[src/hdl/bs_pkg.sv]
package bs_pkg;

    // Class of the instruction offered at dispatch
    typedef enum logic [1:0] {
        CLASS_ALU    = 2'd0,
        CLASS_BRANCH = 2'd1,
        CLASS_JUMP   = 2'd2
    } inst_class_t;

    // Branch tags, one checkpoint each
    localparam int DEFAULT_NUM_TAGS = 4;

    localparam int DEFAULT_NUM_ARCH_REGS = 8;
    localparam int DEFAULT_NUM_PHYS_REGS = 16;
    localparam int DEFAULT_ADDR_WIDTH = 32;

    // Width of the ROB tail pointer carried in a checkpoint
    localparam int DEFAULT_ROB_TAIL_WIDTH = 5;

endpackage

[src/hdl/branch_tag_alloc.sv]
`timescale 1ns/1ps

module branch_tag_alloc
    import bs_pkg::*;
#(
    parameter int NUM_TAGS = DEFAULT_NUM_TAGS
) (
    input  logic                clock,
    input  logic                reset,
    input  logic                dispatch_valid,
    input  inst_class_t         dispatch_class,
    input  logic                restore_valid,
    input  logic [NUM_TAGS-1:0] release_mask,
    output logic [NUM_TAGS-1:0] alloc_tag,
    output logic [NUM_TAGS-1:0] live_mask,
    output logic                tag_full,
    output logic                tag_grant
);

    logic is_ctrl;

    assign is_ctrl = (dispatch_class == CLASS_BRANCH) || (dispatch_class == CLASS_JUMP);

    // Lowest clear bit of the live register, zero when every tag is taken
    assign alloc_tag = ~live_mask & (live_mask + 1'b1);
    assign tag_full = &live_mask;

    // Wrong-path dispatches during a restore never get a tag
    assign tag_grant = dispatch_valid && is_ctrl && !tag_full && !restore_valid;

    always_ff @(posedge clock) begin
        if (reset) begin
            live_mask <= '0;
        end else begin
            // Release wins over a grant to the same bit
            live_mask <= (live_mask | (tag_grant ? alloc_tag : '0)) & ~release_mask;
        end
    end

endmodule

[src/hdl/checkpoint_stack.sv]
`timescale 1ns/1ps

module checkpoint_stack
    import bs_pkg::*;
#(
    parameter int NUM_TAGS = DEFAULT_NUM_TAGS,
    parameter int NUM_ARCH_REGS = DEFAULT_NUM_ARCH_REGS,
    parameter int NUM_PHYS_REGS = DEFAULT_NUM_PHYS_REGS,
    parameter int ADDR_WIDTH = DEFAULT_ADDR_WIDTH,
    parameter int ROB_TAIL_WIDTH = DEFAULT_ROB_TAIL_WIDTH,
    localparam int TAG_IDX_W = (NUM_TAGS > 1) ? $clog2(NUM_TAGS) : 1,
    localparam int PHYS_IDX_W = $clog2(NUM_PHYS_REGS),
    localparam int MAP_W = NUM_ARCH_REGS * PHYS_IDX_W
) (
    input  logic                      clock,
    input  logic                      reset,
    input  logic                      tag_grant,
    input  logic [NUM_TAGS-1:0]       alloc_tag,
    input  logic [NUM_TAGS-1:0]       live_mask,
    input  inst_class_t               dispatch_class,
    input  logic [ADDR_WIDTH-1:0]     dispatch_pc,
    input  logic [ADDR_WIDTH-1:0]     dispatch_recovery_pc,
    input  logic [ROB_TAIL_WIDTH-1:0] dispatch_rob_tail,
    input  logic [MAP_W-1:0]          map_flat,
    input  logic [NUM_PHYS_REGS-1:0]  free_vec,
    input  logic                      retire_valid,
    input  logic [PHYS_IDX_W-1:0]     retire_phys_free,
    input  logic                      complete_valid,
    input  logic [NUM_TAGS-1:0]       complete_tag,
    input  logic                      complete_mispredict,
    input  logic [ADDR_WIDTH-1:0]     complete_target_pc,
    output logic [NUM_TAGS-1:0]       release_mask,
    output logic                      resolve_valid,
    output logic                      resolve_is_branch,
    output logic [ADDR_WIDTH-1:0]     resolve_branch_pc,
    output logic                      restore_valid,
    output logic [ADDR_WIDTH-1:0]     pc_restore,
    output logic [ROB_TAIL_WIDTH-1:0] rob_tail_restore,
    output logic [MAP_W-1:0]          map_restore_flat,
    output logic [NUM_PHYS_REGS-1:0]  free_restore
);

    // One checkpoint per tag
    inst_class_t               ck_class    [NUM_TAGS];
    logic [ADDR_WIDTH-1:0]     ck_pc       [NUM_TAGS];
    logic [ADDR_WIDTH-1:0]     ck_rec_pc   [NUM_TAGS];
    logic [ROB_TAIL_WIDTH-1:0] ck_rob_tail [NUM_TAGS];
    logic [MAP_W-1:0]          ck_map      [NUM_TAGS];
    logic [NUM_PHYS_REGS-1:0]  ck_free     [NUM_TAGS];
    logic [NUM_TAGS-1:0]       ck_dep      [NUM_TAGS];

    logic [TAG_IDX_W-1:0]     sel;
    logic                     hit;
    logic [NUM_PHYS_REGS-1:0] retire_bit;

    assign retire_bit = retire_valid ? (NUM_PHYS_REGS'(1) << retire_phys_free) : '0;

    // Index of the completing one-hot tag
    always_comb begin
        sel = '0;
        for (int i = 0; i < NUM_TAGS; i++) begin
            if (complete_tag[i]) begin
                sel = TAG_IDX_W'(i);
            end
        end
    end

    assign hit = complete_valid && |(complete_tag & live_mask);

    assign resolve_valid = hit;
    assign resolve_is_branch = hit && (ck_class[sel] == CLASS_BRANCH);
    assign resolve_branch_pc = ck_pc[sel];
    assign restore_valid = hit && complete_mispredict;

    // A jump's real target only becomes known at completion
    assign pc_restore = (ck_class[sel] == CLASS_BRANCH) ? ck_rec_pc[sel] : complete_target_pc;
    assign rob_tail_restore = ck_rob_tail[sel];
    assign map_restore_flat = ck_map[sel];
    assign free_restore = ck_free[sel];

    // A mispredict also kills every live branch younger than the resolving one
    always_comb begin
        release_mask = '0;
        if (hit) begin
            release_mask = complete_tag;
            if (complete_mispredict) begin
                for (int i = 0; i < NUM_TAGS; i++) begin
                    if (live_mask[i] && |(ck_dep[i] & complete_tag)) begin
                        release_mask[i] = 1'b1;
                    end
                end
            end
        end
    end

    // Dependency masks lose resolved tags so a reused tag is not mistaken for an old one
    always_ff @(posedge clock) begin
        if (reset) begin
            for (int i = 0; i < NUM_TAGS; i++) begin
                ck_dep[i] <= '0;
            end
        end else begin
            for (int i = 0; i < NUM_TAGS; i++) begin
                if (tag_grant && alloc_tag[i]) begin
                    ck_dep[i] <= live_mask & ~release_mask;
                end else begin
                    ck_dep[i] <= ck_dep[i] & ~release_mask;
                end
            end
        end
    end

    always_ff @(posedge clock) begin
        for (int i = 0; i < NUM_TAGS; i++) begin
            if (tag_grant && alloc_tag[i]) begin
                ck_class[i] <= dispatch_class;
                ck_pc[i] <= dispatch_pc;
                ck_rec_pc[i] <= dispatch_recovery_pc;
                ck_rob_tail[i] <= dispatch_rob_tail;
                // Branch has no destination, so the pre-edge map is the right snapshot
                ck_map[i] <= map_flat;
                ck_free[i] <= free_vec | retire_bit;
            end else if (live_mask[i]) begin
                // Registers retired after the snapshot must stay free after a restore
                ck_free[i] <= ck_free[i] | retire_bit;
            end
        end
    end

endmodule

[src/hdl/rename_map.sv]
`timescale 1ns/1ps

module rename_map
    import bs_pkg::*;
#(
    parameter int NUM_ARCH_REGS = DEFAULT_NUM_ARCH_REGS,
    parameter int NUM_PHYS_REGS = DEFAULT_NUM_PHYS_REGS,
    localparam int ARCH_IDX_W = $clog2(NUM_ARCH_REGS),
    localparam int PHYS_IDX_W = $clog2(NUM_PHYS_REGS),
    localparam int MAP_W = NUM_ARCH_REGS * PHYS_IDX_W
) (
    input  logic                  clock,
    input  logic                  reset,
    input  logic                  dispatch_valid,
    input  logic                  dispatch_has_dest,
    input  logic [ARCH_IDX_W-1:0] dispatch_dest_arch,
    input  logic [ARCH_IDX_W-1:0] dispatch_src_arch,
    input  logic [PHYS_IDX_W-1:0] alloc_phys,
    input  logic                  alloc_ok,
    input  logic                  restore_valid,
    input  logic [MAP_W-1:0]      map_restore_flat,
    output logic [PHYS_IDX_W-1:0] src_phys,
    output logic [MAP_W-1:0]      map_flat
);

    logic [PHYS_IDX_W-1:0] map_table [NUM_ARCH_REGS];

    // Source sees the table before this cycle's destination write
    assign src_phys = map_table[dispatch_src_arch];

    always_comb begin
        for (int i = 0; i < NUM_ARCH_REGS; i++) begin
            map_flat[i*PHYS_IDX_W +: PHYS_IDX_W] = map_table[i];
        end
    end

    always_ff @(posedge clock) begin
        if (reset) begin
            // Identity mapping out of reset
            for (int i = 0; i < NUM_ARCH_REGS; i++) begin
                map_table[i] <= PHYS_IDX_W'(i);
            end
        end else if (restore_valid) begin
            for (int i = 0; i < NUM_ARCH_REGS; i++) begin
                map_table[i] <= map_restore_flat[i*PHYS_IDX_W +: PHYS_IDX_W];
            end
        end else if (dispatch_valid && dispatch_has_dest && alloc_ok) begin
            map_table[dispatch_dest_arch] <= alloc_phys;
        end
    end

endmodule

[src/hdl/free_list.sv]
`timescale 1ns/1ps

module free_list
    import bs_pkg::*;
#(
    parameter int NUM_ARCH_REGS = DEFAULT_NUM_ARCH_REGS,
    parameter int NUM_PHYS_REGS = DEFAULT_NUM_PHYS_REGS,
    localparam int PHYS_IDX_W = $clog2(NUM_PHYS_REGS)
) (
    input  logic                     clock,
    input  logic                     reset,
    input  logic                     dispatch_valid,
    input  logic                     dispatch_has_dest,
    input  logic                     restore_valid,
    input  logic                     retire_valid,
    input  logic [PHYS_IDX_W-1:0]    retire_phys_free,
    input  logic [NUM_PHYS_REGS-1:0] free_restore,
    output logic [PHYS_IDX_W-1:0]    alloc_phys,
    output logic                     alloc_ok,
    output logic                     list_empty,
    output logic [NUM_PHYS_REGS-1:0] free_vec
);

    logic [NUM_PHYS_REGS-1:0] alloc_bit;
    logic [NUM_PHYS_REGS-1:0] retire_bit;

    assign list_empty = ~|free_vec;

    // Isolate the lowest set bit
    assign alloc_bit = free_vec & ~(free_vec - 1'b1);

    always_comb begin
        alloc_phys = '0;
        for (int i = 0; i < NUM_PHYS_REGS; i++) begin
            if (alloc_bit[i]) begin
                alloc_phys = PHYS_IDX_W'(i);
            end
        end
    end

    assign alloc_ok = dispatch_valid && dispatch_has_dest && !list_empty && !restore_valid;
    assign retire_bit = retire_valid ? (NUM_PHYS_REGS'(1) << retire_phys_free) : '0;

    always_ff @(posedge clock) begin
        if (reset) begin
            // Registers below NUM_ARCH_REGS hold the identity mapping
            free_vec <= ~((NUM_PHYS_REGS'(1) << NUM_ARCH_REGS) - 1'b1);
        end else if (restore_valid) begin
            free_vec <= free_restore | retire_bit;
        end else begin
            free_vec <= (free_vec & ~(alloc_ok ? alloc_bit : '0)) | retire_bit;
        end
    end

endmodule

[src/hdl/branch_recovery_top.sv]
`timescale 1ns/1ps

module branch_recovery_top
    import bs_pkg::*;
#(
    parameter int NUM_TAGS = DEFAULT_NUM_TAGS,
    parameter int NUM_ARCH_REGS = DEFAULT_NUM_ARCH_REGS,
    parameter int NUM_PHYS_REGS = DEFAULT_NUM_PHYS_REGS,
    parameter int ADDR_WIDTH = DEFAULT_ADDR_WIDTH,
    parameter int ROB_TAIL_WIDTH = DEFAULT_ROB_TAIL_WIDTH,
    localparam int ARCH_IDX_W = $clog2(NUM_ARCH_REGS),
    localparam int PHYS_IDX_W = $clog2(NUM_PHYS_REGS),
    localparam int MAP_W = NUM_ARCH_REGS * PHYS_IDX_W
) (
    input  logic                      clock,
    input  logic                      reset,
    input  logic                      dispatch_valid,
    input  inst_class_t               dispatch_class,
    input  logic [ADDR_WIDTH-1:0]     dispatch_pc,
    input  logic [ADDR_WIDTH-1:0]     dispatch_recovery_pc,
    input  logic                      dispatch_has_dest,
    input  logic [ARCH_IDX_W-1:0]     dispatch_dest_arch,
    input  logic [ARCH_IDX_W-1:0]     dispatch_src_arch,
    input  logic [ROB_TAIL_WIDTH-1:0] dispatch_rob_tail,
    output logic                      dispatch_stall,
    output logic [PHYS_IDX_W-1:0]     dispatch_phys_dest,
    output logic [PHYS_IDX_W-1:0]     dispatch_src_phys,
    output logic [NUM_TAGS-1:0]       dispatch_b_mask,
    output logic [NUM_TAGS-1:0]       dispatch_b_tag,
    input  logic                      complete_valid,
    input  logic [NUM_TAGS-1:0]       complete_tag,
    input  logic                      complete_mispredict,
    input  logic [ADDR_WIDTH-1:0]     complete_target_pc,
    output logic                      resolve_valid,
    output logic                      resolve_is_branch,
    output logic [ADDR_WIDTH-1:0]     resolve_branch_pc,
    output logic                      restore_valid,
    output logic [ADDR_WIDTH-1:0]     pc_restore,
    output logic [ROB_TAIL_WIDTH-1:0] rob_tail_restore,
    input  logic                      retire_valid,
    input  logic [PHYS_IDX_W-1:0]     retire_phys_free
);

    logic                     is_ctrl;
    logic                     dispatch_go;
    logic                     tag_full;
    logic                     tag_grant;
    logic [NUM_TAGS-1:0]      release_mask;
    logic [MAP_W-1:0]         map_flat;
    logic [MAP_W-1:0]         map_restore_flat;
    logic [NUM_PHYS_REGS-1:0] free_vec;
    logic [NUM_PHYS_REGS-1:0] free_restore;
    logic                     alloc_ok;
    logic                     list_empty;

    assign is_ctrl = (dispatch_class == CLASS_BRANCH) || (dispatch_class == CLASS_JUMP);
    assign dispatch_stall = (is_ctrl && tag_full) || (dispatch_has_dest && list_empty);

    // Blocks see only dispatches that are not stalled, restore is checked inside
    assign dispatch_go = dispatch_valid && !dispatch_stall;

    branch_tag_alloc #(
        .NUM_TAGS (NUM_TAGS)
    ) u_tag_alloc (
        .clock          (clock),
        .reset          (reset),
        .dispatch_valid (dispatch_go),
        .dispatch_class (dispatch_class),
        .restore_valid  (restore_valid),
        .release_mask   (release_mask),
        .alloc_tag      (dispatch_b_tag),
        .live_mask      (dispatch_b_mask),
        .tag_full       (tag_full),
        .tag_grant      (tag_grant)
    );

    checkpoint_stack #(
        .NUM_TAGS       (NUM_TAGS),
        .NUM_ARCH_REGS  (NUM_ARCH_REGS),
        .NUM_PHYS_REGS  (NUM_PHYS_REGS),
        .ADDR_WIDTH     (ADDR_WIDTH),
        .ROB_TAIL_WIDTH (ROB_TAIL_WIDTH)
    ) u_checkpoint (
        .clock                (clock),
        .reset                (reset),
        .tag_grant            (tag_grant),
        .alloc_tag            (dispatch_b_tag),
        .live_mask            (dispatch_b_mask),
        .dispatch_class       (dispatch_class),
        .dispatch_pc          (dispatch_pc),
        .dispatch_recovery_pc (dispatch_recovery_pc),
        .dispatch_rob_tail    (dispatch_rob_tail),
        .map_flat             (map_flat),
        .free_vec             (free_vec),
        .retire_valid         (retire_valid),
        .retire_phys_free     (retire_phys_free),
        .complete_valid       (complete_valid),
        .complete_tag         (complete_tag),
        .complete_mispredict  (complete_mispredict),
        .complete_target_pc   (complete_target_pc),
        .release_mask         (release_mask),
        .resolve_valid        (resolve_valid),
        .resolve_is_branch    (resolve_is_branch),
        .resolve_branch_pc    (resolve_branch_pc),
        .restore_valid        (restore_valid),
        .pc_restore           (pc_restore),
        .rob_tail_restore     (rob_tail_restore),
        .map_restore_flat     (map_restore_flat),
        .free_restore         (free_restore)
    );

    rename_map #(
        .NUM_ARCH_REGS (NUM_ARCH_REGS),
        .NUM_PHYS_REGS (NUM_PHYS_REGS)
    ) u_rename_map (
        .clock              (clock),
        .reset              (reset),
        .dispatch_valid     (dispatch_go),
        .dispatch_has_dest  (dispatch_has_dest),
        .dispatch_dest_arch (dispatch_dest_arch),
        .dispatch_src_arch  (dispatch_src_arch),
        .alloc_phys         (dispatch_phys_dest),
        .alloc_ok           (alloc_ok),
        .restore_valid      (restore_valid),
        .map_restore_flat   (map_restore_flat),
        .src_phys           (dispatch_src_phys),
        .map_flat           (map_flat)
    );

    free_list #(
        .NUM_ARCH_REGS (NUM_ARCH_REGS),
        .NUM_PHYS_REGS (NUM_PHYS_REGS)
    ) u_free_list (
        .clock             (clock),
        .reset             (reset),
        .dispatch_valid    (dispatch_go),
        .dispatch_has_dest (dispatch_has_dest),
        .restore_valid     (restore_valid),
        .retire_valid      (retire_valid),
        .retire_phys_free  (retire_phys_free),
        .free_restore      (free_restore),
        .alloc_phys        (dispatch_phys_dest),
        .alloc_ok          (alloc_ok),
        .list_empty        (list_empty),
        .free_vec          (free_vec)
    );

endmodule

[config.mk]
export PLATFORM = sky130hd
export DESIGN_NAME = branch_recovery_top
export DESIGN_NICKNAME = d
export VERILOG_FILES = /design/src/hdl/bs_pkg.sv /design/src/hdl/branch_tag_alloc.sv /design/src/hdl/checkpoint_stack.sv /design/src/hdl/rename_map.sv /design/src/hdl/free_list.sv /design/src/hdl/branch_recovery_top.sv
export SDC_FILE = /design/constraint.sdc
export NUM_CORES = 1
export LEC_CHECK = 0
export ABC_CLOCK_PERIOD_IN_PS = 8100
export BUFFER_PORTS_ARGS = -buffer_cell sky130_fd_sc_hd__clkbuf_2
export CAP_MARGIN = 25
export CORE_MARGIN = 3
export CORE_UTILIZATION = 45
export CTS_BUF_LIST = sky130_fd_sc_hd__clkbuf_4 sky130_fd_sc_hd__clkbuf_8
export DETAILED_ROUTE_END_ITERATION = 7
export HOLD_SLACK_MARGIN = 0.05
export PLACE_DENSITY = 0.71
export SYNTH_ARGS = -nofsm -noshare
export SYNTH_HDL_FRONTEND = slang
export SYNTH_SLANG_ARGS = --single-unit
export TNS_END_PERCENT = 10
[constraint.sdc]
create_clock -name clock -period 8.1 [get_ports clock]
set_input_delay 0.405 -clock clock [delete_from_list [all_inputs] [get_ports clock]]
set_output_delay 0.405 -clock clock [all_outputs]
set_load 0.02 [all_outputs]
==> impl_metrics.ini <==
[run_status]
status = finished clean

[yosys]
synth-edff-count = 520
yosysSeqAreaShare = 0.702
ys_types = 57
syn_avg_cell_area_um2 = 13.9
synth-main-ff-cell = edfxtp_1
syn-cell-area_um2 = 22800
yosys_register_bits = 540
synth_warnings = 0
async_reset_ff_frac = 0
synth_cells = 1642

[power]
clkPwrFrac = 0.377
switchingPower_mw = 1.39
worst_ir_drop_vdd_uv = 134
p_comb_frac = 0.084
sw_frac_of_total = 0.235
power.internal_mw = 4.52
p_leak_nw = 9.80
power_frac_seq = 0.539
power_density_nw_per_um2 = 220

[clock_network]
htree_levels = 3
cts_max_path_buffers = 3
post-cts-setup-buffers = 0
cts_tree = yes
ctsRootBufferMaster = clkbuf_8
clock_latency_ns = 0.65
cts.sinks = 540
clk_pin_slew_ns = 0.06
cts-buffers-inserted = 89

[drt]
drt_iter0_markers = 1378
via_per_inst = 5.48
drc = 0
wl_met2_um = 25700
wl_per_cell_um = 19.9
drt-met1-wl_um = 22700
drtPass1Iterations = 6
routed_wl_um = 53200
drtAntennaViolNets = 0
wl_met3_um = 3550
route.top_layer_used = met5
vias = 14600

[setup_path]
crit_chain = buf_6 > buf_4 > buf_4 > mux2i_1 > nor2_1 > a21oi_1 > o21ai_0 > clkbuf_2
startpoint_type = input port
critPathArrivalTime_ns = 3.33
regToRegStartpoint = u_tag_alloc.live_mask[0]$_SDFF_PP0_
crit_type = in2out
cp_slowest_stage_delay_ns = 0.73
cp-end-kind = primary output
critPathTopFamily = buffers and inverters
crit_start = complete_tag[1]
cp.required_ns = 7.70
crit_buf_inv = 4
critPathMaxFanout = 53
timing.reg2reg.setup_slack_ns = 4.48
cpMostUsedCell = buf_4
slowest_stage = buf_4

[placement]
place_area_um2 = 24500
place.gp.congestion = 0.838
hpwl_um = 31900
io_buffers = 212

[worst_hold_path]
worstHoldStart = retire_phys_free[1]
hold_path_class = in2reg

[global_routing]
grt_pass1_wl_um = 82000
grt_overflow = 0
grt_pass1_vias = 14700
grt_usage = 0.196
antenna_found_initial = 4
grt_start_max_net_pins = 98

[floorplan]
die-area_um2 = 53400
coreArea_um2 = 49600
num_rows = 81
die_x_um = 231
start_util = 0.460
die_y_um = 231
num_io_pins = 213

[sta]
layout_min_cycle_time_ns = 3.74
min_period_over_period = 0.461
hold_viol = 0
max_freq_mhz = 268
setup_tns_ns = 0
drv_slew = 0
rsz0062_at_grt = no
max_slew_margin = 0.357
setup_viol = 0
fin_worst_skew_ns = 0.0316
tightest_slew_ns = 0.962
hold_slack_ns = 0.276

[finish]
num-fill-cells = 4006
nets = 2068
area_delta_synth_final_pct = 17.9
drive_above_1_share = 0.213
final_cell_area_um2 = 26900

[job]
maxCapViolCount = 0
[worst register-to-register path, delay by kind of cell, from the launching register on]
kind	cells	cell delay [ns]
flip-flops	1	0.31
AND/OR/NAND/NOR	1	0.40
buffers and inverters	3	1.76
AO/OA/AOI/OAI	3	0.73
[cells by family after synthesis]
family	count (synthesis)	share of synthesized area
buf+inv	127	0.0219
mux	264	0.123
other cells	1	0.000164
compound gates	314	0.0805
flops	540	0.702
xor+xnor	1	0.000384
simple gates	395	0.0724
[layout make-up]
cell class,instances,area [µm²],area share
inverters,26,108,0.00400
repair buffers,301,1950,0.0725
diodes,2,5.00,0.000186
well taps,664,831,0.0309
clock buffers,118,1460,0.0541
clock inverters,35,179,0.00665
flip-flops and latches,540,16000,0.595
multi-input cells,986,6360,0.236
[metrics by stage]
stage	setup WS, ns	instances	total power [mW]	utilization
2_1_floorplan	4.08	1653	3.53	-
3_3_place_gp	4.14	2443	3.69	0.494
3_5_place_dp	4.06	2445	3.71	0.495
4_1_cts	4.33	2669	5.95	0.542
5_1_grt	4.24	2672	6.14	0.543
6_report	4.36	2672	5.91	0.543
[power by group through the flow]
stage	combinational [mW]	sequential (mW)	clock, mW
6_report	0.496	3.19	2.22
5_1_grt	0.539	3.19	2.40
4_1_cts	0.495	3.19	2.27
3_3_place_gp	0.452	3.24	0
2_1_floorplan	0.295	3.23	0
3_5_place_dp	0.465	3.24	0
[timing repair]
action | 4_1_cts | 5_1_grt
endpoints found under the hold margin | 284 | 0
endpoints found under the setup margin | 0 | 0
resized for setup | 0 | 0
hold buffers | 71 | 0
[synth_stat cells (3+ instances only)]
cell / instances / area (µm²)
a222oi_1: 4 / 40.0
o2111ai_1: 6 / 52.6
buf_1: 19 / 71.3
or4_1: 4 / 30.0
nor2_1: 96 / 360
a211oi_1: 11 / 82.6
a31oi_1: 7 / 43.8
mux2i_1: 210 / 2100
nand2_1: 233 / 875
a21oi_1: 82 / 410
o211ai_1: 23 / 173
dfxtp_1: 20 / 400
nand3_1: 21 / 105
and2_1: 5 / 31.3
nor4_1: 3 / 18.8
clkbuf_1: 68 / 255
o21ai_0: 131 / 656
buf_2: 13 / 65.1
edfxtp_1: 520 / 15600
mux2_2: 46 / 518
a2bb2oi_1: 4 / 35.0
nor3_1: 7 / 35.0
o22ai_1: 21 / 131
nand4_1: 3 / 18.8
nor2b_1: 4 / 25.0
o31ai_1: 3 / 22.5
mux4_2: 8 / 180
inv_1: 25 / 93.8
o311ai_0: 7 / 61.3
[cells in the final DEF, fill, tap and decap left out, types with 3 or more instances in the layout]
master	netlist	final
mux2_2	46	46
dlygate4sd3_1	0	71
clkbuf_8	0	91
buf_4	0	16
buf_6	1	3
a222oi_1	4	4
a31oi_1	7	7
a211oi_1	11	11
mux4_2	8	8
nor2b_1	4	4
clkinv_2	0	7
nor3_1	7	6
o211ai_1	23	23
o311ai_0	7	7
conb_1	1	12
nand4_1	3	3
nand2_1	233	233
and2_1	5	5
clkinv_1	0	24
mux2i_1	210	210
nor4_1	3	3
o22ai_1	21	21
o21ai_0	131	131
clkbuf_4	0	27
dfxtp_1	20	20
or4_1	4	4
a21oi_1	82	81
nor2_1	96	96
o31ai_1	3	3
edfxtp_1	520	520
nand3_1	21	21
clkbuf_2	0	209
inv_4	0	4
a2bb2oi_1	4	4
inv_1	25	21
o2111ai_1	6	6
[layer usage]
layer / track usage / vias up
met5: 0 / -
met4: 0.0616 / 4
met3: 0.0463 / 98
met2: 0.322 / 545
met1: 0.260 / 7172
li1: - / 6814
[sequential cells by signal (all words and copies together), names as in the netlist]
signal,flops
u_checkpoint.ck_dep,12
u_checkpoint.ck_pc,128
u_checkpoint.ck_class,8
u_checkpoint.ck_rec_pc,128
u_rename_map.map_table,32
u_tag_alloc.live_mask,4
u_free_list.free_vec,16
u_checkpoint.ck_free,64
u_checkpoint.ck_map,128
u_checkpoint.ck_rob_tail,20
[worst paths after layout]
path | endpoint | cells past startpoint
max | resolve_branch_pc[11] | 8
min | u_free_list.free_vec[3]$_SDFF_PP0_ | 3
max reg2reg | u_checkpoint.ck_pc[2][1]$_DFFE_PP_ | 7
min reg2reg | u_checkpoint.ck_map[2][16]$_DFFE_PP_ | 0
Note: power is estimated with default switching activity, not from simulation.
